## src/verilog/mem_bridge_pkg.sv

```systemverilog
// ----------------------------------------
// refill bridge shared types
// ----------------------------------------
package mem_bridge_pkg;

    // line-aligned physical address
    typedef logic [31:0] addr_t;

    // read arbiter states
    typedef enum logic [2:0] {
        arb_idle   = 3'd0,
        arb_wrt_ar = 3'd1,
        arb_wrt_r  = 3'd2,
        arb_ret_ar = 3'd3,
        arb_ret_r  = 3'd4
    } arb_state_e;

    // return buffer states
    typedef enum logic [1:0] {
        rb_idle  = 2'd0,
        rb_addr  = 2'd1,
        rb_beats = 2'd2,
        rb_hold  = 2'd3
    } rb_state_e;

endpackage

```

## src/verilog/ret_if.sv

```systemverilog
// ----------------------------------------
// arbiter to return buffer link
// ----------------------------------------
interface ret_if #(
    parameter int offset_width = 2
) ();
    localparam int line_w = 32 * (1 << offset_width);

    // request side from the arbiter
    logic                  req;
    mem_bridge_pkg::addr_t addr;
    logic [7:0]            rlen;
    logic                  rdy;

    // response side from the return buffer
    logic                  addr_ok;
    logic                  data_ok;
    logic [line_w-1:0]     data;

    modport arb (output req, addr, rlen, rdy, input addr_ok, data_ok, data);
    modport rb (input req, addr, rlen, rdy, output addr_ok, data_ok, data);

endinterface

```

## src/verilog/mem_bridge.sv

```systemverilog
// ----------------------------------------
// l2 to memory refill bridge
// ----------------------------------------
module mem_bridge #(
    parameter int offset_width = 2,
    parameter int wb_depth     = 4
) (
    input  logic                             clk,
    input  logic                             rstn,
    // l2 read side
    input  logic                             rd_req,
    input  logic                             rd_dma,
    input  logic                             rd_rdy,
    input  mem_bridge_pkg::addr_t            rd_addr,
    output logic                             rd_addr_ok,
    output logic                             rd_data_ok,
    output logic [32*(1<<offset_width)-1:0]  rd_data,
    // l2 write side
    input  logic                             wr_valid,
    input  mem_bridge_pkg::addr_t            wr_addr,
    input  logic [32*(1<<offset_width)-1:0]  wr_data,
    output logic                             wb_full,
    // memory read
    output logic                             mem_ar_valid,
    output mem_bridge_pkg::addr_t            mem_ar_addr,
    output logic [7:0]                       mem_ar_len,
    input  logic                             mem_ar_ready,
    input  logic                             mem_r_valid,
    input  logic                             mem_r_last,
    input  logic [31:0]                      mem_r_data,
    // memory write
    output logic                             mem_wr_valid,
    output mem_bridge_pkg::addr_t            mem_wr_addr,
    output logic [32*(1<<offset_width)-1:0]  mem_wr_data,
    input  logic                             mem_wr_ack
);
    localparam int line_w = 32 * (1 << offset_width);

    mem_bridge_pkg::addr_t query_addr;
    logic                  query_ok;
    logic [line_w-1:0]     query_data;

    ret_if #(.offset_width(offset_width)) u_ret ();

    write_buffer #(.offset_width(offset_width), .wb_depth(wb_depth)) u_wb (
        .clk(clk), .rstn(rstn),
        .wr_valid(wr_valid), .wr_addr(wr_addr), .wr_data(wr_data), .full(wb_full),
        .query_addr(query_addr), .query_ok(query_ok), .query_data(query_data),
        .mem_wr_valid(mem_wr_valid), .mem_wr_addr(mem_wr_addr),
        .mem_wr_data(mem_wr_data), .mem_wr_ack(mem_wr_ack)
    );

    read_arbiter #(.offset_width(offset_width)) u_arb (
        .clk(clk), .rstn(rstn),
        .l2_req(rd_req), .l2_dma(rd_dma), .l2_rdy(rd_rdy), .l2_addr(rd_addr),
        .l2_addr_ok(rd_addr_ok), .l2_data_ok(rd_data_ok), .l2_data(rd_data),
        .query_addr(query_addr), .query_ok(query_ok), .query_data(query_data),
        .ret(u_ret.arb)
    );

    return_buffer #(.offset_width(offset_width)) u_rb (
        .clk(clk), .rstn(rstn), .ret(u_ret.rb),
        .mem_ar_valid(mem_ar_valid), .mem_ar_addr(mem_ar_addr), .mem_ar_len(mem_ar_len),
        .mem_ar_ready(mem_ar_ready), .mem_r_valid(mem_r_valid),
        .mem_r_data(mem_r_data), .mem_r_last(mem_r_last)
    );

endmodule

```

## src/verilog/read_arbiter.sv

```systemverilog
// ----------------------------------------
// l2 read arbiter
// ----------------------------------------
module read_arbiter #(
    parameter int offset_width = 2
) (
    input  logic                             clk,
    input  logic                             rstn,
    input  logic                             l2_req,
    input  logic                             l2_dma,
    input  logic                             l2_rdy,
    input  mem_bridge_pkg::addr_t            l2_addr,
    output logic                             l2_addr_ok,
    output logic                             l2_data_ok,
    output logic [32*(1<<offset_width)-1:0]  l2_data,
    output mem_bridge_pkg::addr_t            query_addr,
    input  logic                             query_ok,
    input  logic [32*(1<<offset_width)-1:0]  query_data,
    ret_if.arb                               ret
);
    localparam int line_w = 32 * (1 << offset_width);

    mem_bridge_pkg::arb_state_e state;
    mem_bridge_pkg::arb_state_e next;
    logic [line_w-1:0]          hit_line;

    assign query_addr = l2_addr;

    always_ff @(posedge clk or negedge rstn) begin
        if (!rstn) begin
            state <= mem_bridge_pkg::arb_idle;
        end else begin
            state <= next;
        end
    end

    always_comb begin
        next = state;
        case (state)
            mem_bridge_pkg::arb_idle: begin
                // dma always goes out to memory
                if (l2_req && !l2_dma && query_ok) begin
                    next = mem_bridge_pkg::arb_wrt_ar;
                end else if (l2_req) begin
                    next = mem_bridge_pkg::arb_ret_ar;
                end
            end
            mem_bridge_pkg::arb_wrt_ar: next = mem_bridge_pkg::arb_wrt_r;
            mem_bridge_pkg::arb_wrt_r: begin
                if (l2_rdy) begin
                    next = mem_bridge_pkg::arb_idle;
                end
            end
            mem_bridge_pkg::arb_ret_ar: begin
                if (ret.addr_ok) begin
                    next = mem_bridge_pkg::arb_ret_r;
                end
            end
            mem_bridge_pkg::arb_ret_r: begin
                if (l2_rdy && ret.data_ok) begin
                    next = mem_bridge_pkg::arb_idle;
                end
            end
            default: next = mem_bridge_pkg::arb_idle;
        endcase
    end

    // hit line captured while the query is live
    always_ff @(posedge clk) begin
        if (state == mem_bridge_pkg::arb_idle && l2_req && query_ok) begin
            hit_line <= query_data;
        end
    end

    assign ret.req  = (state == mem_bridge_pkg::arb_ret_ar);
    assign ret.addr = l2_addr;
    assign ret.rlen = 8'((1 << offset_width) - 1);
    assign ret.rdy  = l2_rdy;

    always_comb begin
        l2_addr_ok = 1'b0;
        l2_data_ok = 1'b0;
        l2_data    = '0;
        case (state)
            mem_bridge_pkg::arb_wrt_ar: l2_addr_ok = 1'b1;
            mem_bridge_pkg::arb_wrt_r: begin
                l2_data_ok = 1'b1;
                l2_data    = hit_line;
            end
            mem_bridge_pkg::arb_ret_ar: l2_addr_ok = ret.addr_ok;
            mem_bridge_pkg::arb_ret_r: begin
                l2_data_ok = ret.data_ok;
                l2_data    = ret.data;
            end
            default: ;
        endcase
    end

endmodule

```

## src/verilog/return_buffer.sv

```systemverilog
// ----------------------------------------
// burst read return buffer
// ----------------------------------------
module return_buffer #(
    parameter int offset_width = 2
) (
    input  logic                  clk,
    input  logic                  rstn,
    ret_if.rb                     ret,
    output logic                  mem_ar_valid,
    output mem_bridge_pkg::addr_t mem_ar_addr,
    output logic [7:0]            mem_ar_len,
    input  logic                  mem_ar_ready,
    input  logic                  mem_r_valid,
    input  logic [31:0]           mem_r_data,
    input  logic                  mem_r_last
);
    localparam int line_w = 32 * (1 << offset_width);

    mem_bridge_pkg::rb_state_e state;
    mem_bridge_pkg::addr_t     addr_q;
    logic [7:0]                len_q;
    logic [offset_width-1:0]   beat_cnt;
    logic [line_w-1:0]         line_q;

    always_ff @(posedge clk or negedge rstn) begin
        if (!rstn) begin
            state    <= mem_bridge_pkg::rb_idle;
            beat_cnt <= '0;
        end else begin
            case (state)
                mem_bridge_pkg::rb_idle: begin
                    if (ret.req) begin
                        state <= mem_bridge_pkg::rb_addr;
                    end
                end
                mem_bridge_pkg::rb_addr: begin
                    beat_cnt <= '0;
                    if (mem_ar_ready) begin
                        state <= mem_bridge_pkg::rb_beats;
                    end
                end
                mem_bridge_pkg::rb_beats: begin
                    if (mem_r_valid) begin
                        beat_cnt <= beat_cnt + 1'b1;
                        if (mem_r_last) begin
                            state <= mem_bridge_pkg::rb_hold;
                        end
                    end
                end
                mem_bridge_pkg::rb_hold: begin
                    // line stays put until the l2 takes it
                    if (ret.rdy) begin
                        state <= mem_bridge_pkg::rb_idle;
                    end
                end
                default: state <= mem_bridge_pkg::rb_idle;
            endcase
        end
    end

    always_ff @(posedge clk) begin
        if (state == mem_bridge_pkg::rb_idle && ret.req) begin
            addr_q <= ret.addr;
            len_q  <= ret.rlen;
        end
        // beat i lands in word i from the bottom
        if (state == mem_bridge_pkg::rb_beats && mem_r_valid) begin
            line_q[beat_cnt*32 +: 32] <= mem_r_data;
        end
    end

    assign mem_ar_valid = (state == mem_bridge_pkg::rb_addr);
    assign mem_ar_addr  = addr_q;
    assign mem_ar_len   = len_q;
    assign ret.addr_ok  = mem_ar_valid && mem_ar_ready;
    assign ret.data_ok  = (state == mem_bridge_pkg::rb_hold);
    assign ret.data     = line_q;

endmodule

```

## src/verilog/write_buffer.sv

```systemverilog
// ----------------------------------------
// dirty line write buffer
// ----------------------------------------
module write_buffer #(
    parameter int offset_width = 2,
    parameter int wb_depth     = 4
) (
    input  logic                                 clk,
    input  logic                                 rstn,
    input  logic                                 wr_valid,
    input  mem_bridge_pkg::addr_t                wr_addr,
    input  logic [32*(1<<offset_width)-1:0]      wr_data,
    output logic                                 full,
    input  mem_bridge_pkg::addr_t                query_addr,
    output logic                                 query_ok,
    output logic [32*(1<<offset_width)-1:0]      query_data,
    output logic                                 mem_wr_valid,
    output mem_bridge_pkg::addr_t                mem_wr_addr,
    output logic [32*(1<<offset_width)-1:0]      mem_wr_data,
    input  logic                                 mem_wr_ack
);
    localparam int line_w = 32 * (1 << offset_width);
    localparam int ptr_w  = (wb_depth > 1) ? $clog2(wb_depth) : 1;

    mem_bridge_pkg::addr_t addr_q [wb_depth];
    logic [line_w-1:0]     data_q [wb_depth];
    logic [wb_depth-1:0]   valid;
    logic [ptr_w-1:0]      head;
    logic [ptr_w-1:0]      tail;
    logic                  wr_hit;
    logic [ptr_w-1:0]      wr_idx;

    // lookups against the valid entries
    always_comb begin
        query_ok   = 1'b0;
        query_data = '0;
        wr_hit     = 1'b0;
        wr_idx     = '0;
        for (int i = 0; i < wb_depth; i++) begin
            if (valid[i] && addr_q[i] == query_addr) begin
                query_ok   = 1'b1;
                query_data = data_q[i];
            end
            // an entry retiring this cycle cannot take the update
            if (valid[i] && addr_q[i] == wr_addr &&
                !(mem_wr_ack && head == ptr_w'(i))) begin
                wr_hit = 1'b1;
                wr_idx = ptr_w'(i);
            end
        end
    end

    assign full         = &valid;
    assign mem_wr_valid = valid[head];
    assign mem_wr_addr  = addr_q[head];
    assign mem_wr_data  = data_q[head];

    always_ff @(posedge clk or negedge rstn) begin
        if (!rstn) begin
            valid <= '0;
            head  <= '0;
            tail  <= '0;
        end else begin
            if (mem_wr_ack && valid[head]) begin
                valid[head] <= 1'b0;
                head        <= (head == ptr_w'(wb_depth - 1)) ? '0 : head + 1'b1;
            end
            if (wr_valid && !wr_hit && !full) begin
                valid[tail] <= 1'b1;
                tail        <= (tail == ptr_w'(wb_depth - 1)) ? '0 : tail + 1'b1;
            end
        end
    end

    // entry payload is rewritten in place on a hit
    always_ff @(posedge clk) begin
        if (wr_valid && wr_hit) begin
            data_q[wr_idx] <= wr_data;
        end else if (wr_valid && !full) begin
            addr_q[tail] <= wr_addr;
            data_q[tail] <= wr_data;
        end
    end

endmodule
```

## config.mk

```make
export PLATFORM = sky130hd
export DESIGN_NAME = mem_bridge
export DESIGN_NICKNAME = d
export VERILOG_FILES = /design/src/verilog/mem_bridge_pkg.sv /design/src/verilog/ret_if.sv /design/src/verilog/mem_bridge.sv /design/src/verilog/read_arbiter.sv /design/src/verilog/return_buffer.sv /design/src/verilog/write_buffer.sv
export SDC_FILE = /design/constraint.sdc
export NUM_CORES = 1
export LEC_CHECK = 0
export ABC_AREA = 1
export BUFFER_PORTS_ARGS = -buffer_cell sky130_fd_sc_hd__buf_2
export CORE_MARGIN = 2
export CORE_UTILIZATION = 40
export DETAILED_ROUTE_END_ITERATION = 16
export SETUP_SLACK_MARGIN = 0.05
export SKIP_LAST_GASP = 1
export SYNTH_ARGS = -nofsm -noshare
export SYNTH_HDL_FRONTEND = slang
export SYNTH_HIERARCHICAL = 1
export SYNTH_SLANG_ARGS = --single-unit
```

## constraint.sdc

```tcl
create_clock -name clk -period 10.15 [get_ports clk]
set_clock_uncertainty 0.05 [all_clocks]
set_input_delay 2.03 -clock clk [delete_from_list [all_inputs] [get_ports clk]]
set_output_delay 2.03 -clock clk [all_outputs]
set_load 0.02 [all_outputs]
```

Word level (Yosys, flattened, before mapping)

Memory sizes are Yosys's and may differ from the RTL's.
Cells that the tools add are included.

Add/sub/neg operators: 4
Order comparisons: 4
Equality and inequality tests: 28
Shifts and indexed selects: 2
Multiplexer cells: 51
Bitwise operators: 3
Reductions and logical operators: 47

Operators by type and width:

| operator                                                                      | count |
|---|---|
| 128-bit 2-to-1 mux                                                            | 5 |
| 32-bit equality test                                                          | 8 |
| 128-bit case mux with 2 select lines                                          | 1 |
| 128-bit bitwise mux                                                           | 1 |
| 128-bit OR reduction                                                          | 1 |
| 32-bit by 34-bit variable shift with 128-bit output (first input constant)    | 1 |
| 32-bit by 34-bit variable part select with 128-bit output                     | 1 |
| 7-bit negator with 34-bit output                                              | 1 |
| 1-bit logical AND                                                             | 31 |
| 2-bit 2-to-1 mux                                                              | 11 |
| 1-bit 2-to-1 mux                                                              | 18 |
| 3-bit 2-to-1 mux                                                              | 5 |
| 3-bit case mux with 5 select lines                                            | 1 |
| 2-bit != test (second input constant)                                         | 6 |
| 2-bit equality test (second input constant)                                   | 5 |
| 4-bit 2-to-1 mux                                                              | 2 |
| 2-bit case mux with 4 select lines                                            | 1 |
| 4-bit AND reduction                                                           | 2 |
| 1-bit logical NOT                                                             | 7 |
| 2-bit by 1-bit adder with 2-bit output (second input constant)                | 3 |
| 3-bit by 2-bit equality test with 1-bit output (second input constant)        | 2 |
| 2-bit by 3-bit less-than comparator with 1-bit output (second input constant) | 2 |
| 5-bit AND reduction                                                           | 1 |
| 4-bit AND                                                                     | 1 |
| 16 further kinds                                                              | 22 |

Register bits: 303
RAM bits: 640
Word-level logic and storage cells: 150
Memories: 2

Memories:

| memory      | words | width | rd ports | clocked after memory_dff | write ports | RTL line           | source |
|---|---|---|---|---|---|---|---|
| u_wb.data_q | 4     | 128   | 5        | 0                        | 1           | write_buffer.sv:26 | `logic [line_w-1:0] data_q [wb_depth];` |
| u_wb.addr_q | 4     | 32    | 5        | 0                        | 1           | write_buffer.sv:25 | `mem_bridge_pkg::addr_t addr_q [wb_depth];` |

Depth between registers and ports, before layout

Depth in word-level cells: 13
Depth in mapped cells: 18
Mapped depth without buffers: 16

Hierarchy

The synthesis kept the hierarchy.

Modules (own cells, without submodules):

| module        | instances | cells an instance | area each (um^2) | sequential area each (um^2) |
|---|---|---|---|---|
| write_buffer  | 1         | 3,593             | 33,144.3         | 19,418.6 |
| read_arbiter  | 1         | 680               | 6,756.5          | 3,918.8 |
| return_buffer | 1         | 412               | 6,352.3          | 5,144.9 |

Worst setup path after synthesis

No wires, ideal clock.

Kind: in2reg
Start: in rd_addr[12]
End: reg u_arb.hit_line[0] (enable)
Setup time: 0.616 ns
Arrival time: 8.756 ns
Required time: 9.484 ns
Slack: 0.728 ns
Stages on the path: 11
Cells stage by stage: buf_4 clkbuf_1 xor2_1 nor3_1 nand3_1 nor2_4 nand2_2 clkbuf_1 nand3_1 nand2_1 nor2_1

Longest elaborated chain between the ends: 7

Ends and longest elaborated chain:

| item                           | RTL line           | source |
|---|---|---|
| start: declaration             | mem_bridge.sv:14   | `input mem_bridge_pkg::addr_t rd_addr,` |
| 32-bit equality test           | write_buffer.sv:40 | `if (valid[i] && addr_q[i] == query_addr) begin` |
| 1-bit logical AND              | write_buffer.sv:40 |  |
| 1-bit 2-to-1 mux (3 in series) | write_buffer.sv:40 |  |
| 1-bit 2-to-1 mux *             | write_buffer.sv:40 |  |
| named net query_ok             | mem_bridge.sv:40   | `logic query_ok;` |
| 1-bit logical AND *            | read_arbiter.sv:70 | `if (state == mem_bridge_pkg::arb_idle && l2_req && query_ok) begin` |
| end signal: assignment         | read_arbiter.sv:71 | `hit_line <= query_data;` |
| end: declaration               | read_arbiter.sv:25 | `logic [line_w-1:0] hit_line;` |

The timed path passes the listed nets; every way through them passes the cells marked *.
A chain may end at the register's enable or synchronous reset.

Worst setup path in the final report

Start: reg u_wb.head[0]
End: out mem_wr_data[94]

Longest elaborated chain between the ends: 1

Ends and longest elaborated chain:

| item                     | RTL line           | source |
|---|---|---|
| start: declaration       | write_buffer.sv:28 | `logic [ptr_w-1:0] head;` |
| start signal: assignment | write_buffer.sv:66 | `head <= (head == ptr_w'(wb_depth - 1)) ? '0 : head + 1'b1;` |
| memory read 4 x 128 bit  | n/a                |  |
| end: declaration         | mem_bridge.sv:34   | `output logic [32*(1<<offset_width)-1:0] mem_wr_data,` |

No other way between the ends.

==> metrics <==
Post-Synth Adder-Cell Area=0.487%; Worst setup EP type=output pin; Routed Antenna Nets=0; ys flop type=edfxtp_1; CP arrival=4.69 ns; Yosys reg bits=951; area of the multi-input gates=0.0151 sq mm; Worst path most repeated cell=buf_4; Distinct cells, synth=44; starting density of the core=40.4%; CTS tree=yes; PD cells=286 mW/mm^2; Max Slew Vio Count=0; nature of the critical path startpoint=register; number of antenna violations at the first check in global routing=44; RSZ-0062 raised after global routing=no; first-pass GRT wire length=261 mm; drt first pass iters=7; mux contribution to synthesized area=0%; CP required=8.07 ns; Max VDD drop=214 uV; residual DRC count=0; largest net degree at the start of global routing=131; number of flops mapped to enable cells by yosys=936; Synth Area in XOR/XNOR=2.10%; CP peak stage delay=0.78 ns; Lkg Pwr=20.1 nW; status=finished clean; TritonCTS Sinks=951; Gates resized, CTS repair=0; Syn Inst Count=4685; Cell Chain, Critical Path=buf_4, buf_4, buf_4, o21ai_0, o22ai_1, buf_2; DIE AREA=0.118 sq mm; Final Hold Vio Count=0; number of fill cells in the layout=10800; layout cell share with drive strength beyond 1=16.0%; final setup fails=0; DRT iter0 DRCs=5307; total setup buffers inserted after CTS=0; Slew @ Worst Pin=1.24 ns; core area=0.115 sq mm; Tmin final=6.77 ns; Boundary Pins=567; vias in the first global route=36100; Routability Congestion=1.01; critical path's slowest cell=buf_4; Die X=344 um; post-cts hold buffer count=0; cell chosen for the clock root=clkbuf_16; remaining global-route overflow=0; Final Net Count=5281; placed cell areas=0.0495 sq mm; Rel. slew slack=17.7%; Area Overhead vs Synth=14.4%; worst min path class=reg2reg; Compound-Gate Fraction of Synth Area=9.78%; kind of critical path=reg2out; CTS buffer count=105; Vias per Instance=5.84; Synth Area per Inst=9.87 sq um; routed length per instance=28.1 um; fraction of registers with async set/reset=1.58%; synthesis warning total=6; DPL Wire Length=123 mm; Clock transition at path regs=0.06 ns; largest family of logic cells by synthesized area=simple AND/OR/NAND/NOR gates; IO buf count=566; worst skew pair latency=0.70 ns; Row Count=124; Fin Setup TNS=0 ns; H-tree Lvls=3; worst-path fanout max=71; sequential cell area fraction in the yosys report=61.6%; Non-Filler Instances=6655; CTS max path bufs=3; Die Y=344 um; synthesized area=0.0463 sq mm; setup ws final=3.38 ns; Design Area, Final=0.0529 sq mm; simple-gate share of the synthesized area=19.8%; Max Cap Violations=0; Reg area=0.0285 sq mm; final worst-path cycle share=66.7%; pre-CTS WS=4.01 ns; FMAX=148 MHz; Routed WL=187 mm; vias=38900; total track usage=30.5%; dpl cells=6434
final cells by class:
| cell class | instances | share of cell area (%) |
|---|---|---|
| clock inverters | 60 | 1.08 |
| flip-flops and latches | 951 | 53.8 |
| multi-input cells | 3141 | 28.5 |
| diodes | 29 | 0.137 |
| repair buffers | 610 | 6.07 |
| clock buffers | 132 | 5.24 |
| inverters | 220 | 1.61 |
| well taps | 1512 | 3.57 |
cells by family after synthesis:
group / after synthesis
AND/OR/NAND/NOR: 2147
flip-flops: 951
AO/OA/AOI/OAI: 857
buffers and inverters: 599
XOR/XNOR: 111
adder cells (fa/ha/maj): 18
other: 2
synth_stat cells (11+ instances only):
cell	number	area, sq um
a21oi_1	357	1790
buf_1	13	48.8
buf_2	97	485
buf_4	101	758
buf_6	11	124
clkbuf_1	154	578
dfrtp_1	15	375
edfxtp_1	936	28100
ha_1	18	225
inv_1	200	751
inv_2	20	75.1
nand2_1	816	3060
nand3_1	573	2870
nand4_1	48	300
nor2_1	594	2230
nor3_1	66	330
nor3b_1	15	113
o21ai_0	333	1670
o22ai_1	150	938
xnor2_1	64	561
xor2_1	47	412
worst max-delay path: cells and delay by family (launching register included):
| kind | cells | cell delay, ns |
|---|---|---|
| AO/OA/AOI/OAI | 2 | 0.68 |
| flip-flops | 1 | 0.67 |
| buffers and inverters | 4 | 2.51 |
layer usage:
| layer | vias up | part of all wire [%] | global-route usage (%) |
|---|---|---|---|
| met5 | - | 0.12 | 0 |
| met2 | 2335 | 44 | 45.7 |
| li1 | 17100 | - | - |
| met4 | 34 | 3.7 | 10.6 |
| met1 | 19100 | 41 | 43.0 |
| met3 | 310 | 12 | 7.99 |
sequential cells by signal (all words and copies together) (netlist names), 3 cells and up:
register          cells
u_rb/mem_ar_len       8
u_wb/data_q         512
u_wb/addr_q         128
u_rb/mem_ar_addr     32
u_wb/valid            4
u_arb/state           3
u_rb/ret.data       128
u_arb/hit_line      128
report_power, final:
| group | switching [mW] | total (mW) | internal (mW) |
|---|---|---|---|
| clock network | 1.60 | 3.76 | 2.16 |
| logic | 4.63 | 6.09 | 1.47 |
| registers | 0.366 | 5.26 | 4.89 |
final timing paths:
check                               from                  to  slack, ns  depth (start not counted)
max                         u_wb/head[0]     mem_wr_data[94]       3.38                          6
min                        u_rb/state[0]       u_rb/state[0]       0.49                          2
max reg2reg                 u_wb/head[1]  u_wb/data_q[1][20]       4.50                         17
min reg2reg                u_rb/state[0]       u_rb/state[0]       0.49                          2
max in group asynchronous           rstn        u_wb/head[1]       8.44                          1
min in group asynchronous           rstn       u_rb/state[1]       1.23                          1
layout by cell type, fill, tap and decap left out, types with 9 or more instances in the layout:
master     instances
buf_2            566
xor2_1            47
clkinv_2          16
nand3_1          573
buf_4             40
o21ai_0          333
xnor2_1           64
clkbuf_1          25
nor2_4            17
clkinv_1          22
nand4_1           48
edfxtp_1         936
dfrtp_1           12
diode_2           29
nor3_1            66
inv_6              9
inv_1            196
nor3b_1           15
a21oi_1          357
bufinv_16          9
clkbuf_16        107
o22ai_1          150
inv_2             19
nand2_1          816
ha_1              18
nor2_1           580
metrics by stage:
stage,power [mW],hold slack [ns],util [%]
after floorplan,8.84,0.441,-
after global placement,11.3,0.478,43.2
after detailed placement,11.4,0.481,43.2
after CTS,15.1,0.496,46.2
after global routing,15.7,0.536,46.2
final,15.1,0.493,46.2
No activity file was read; power rests on OpenSTA's default activity.
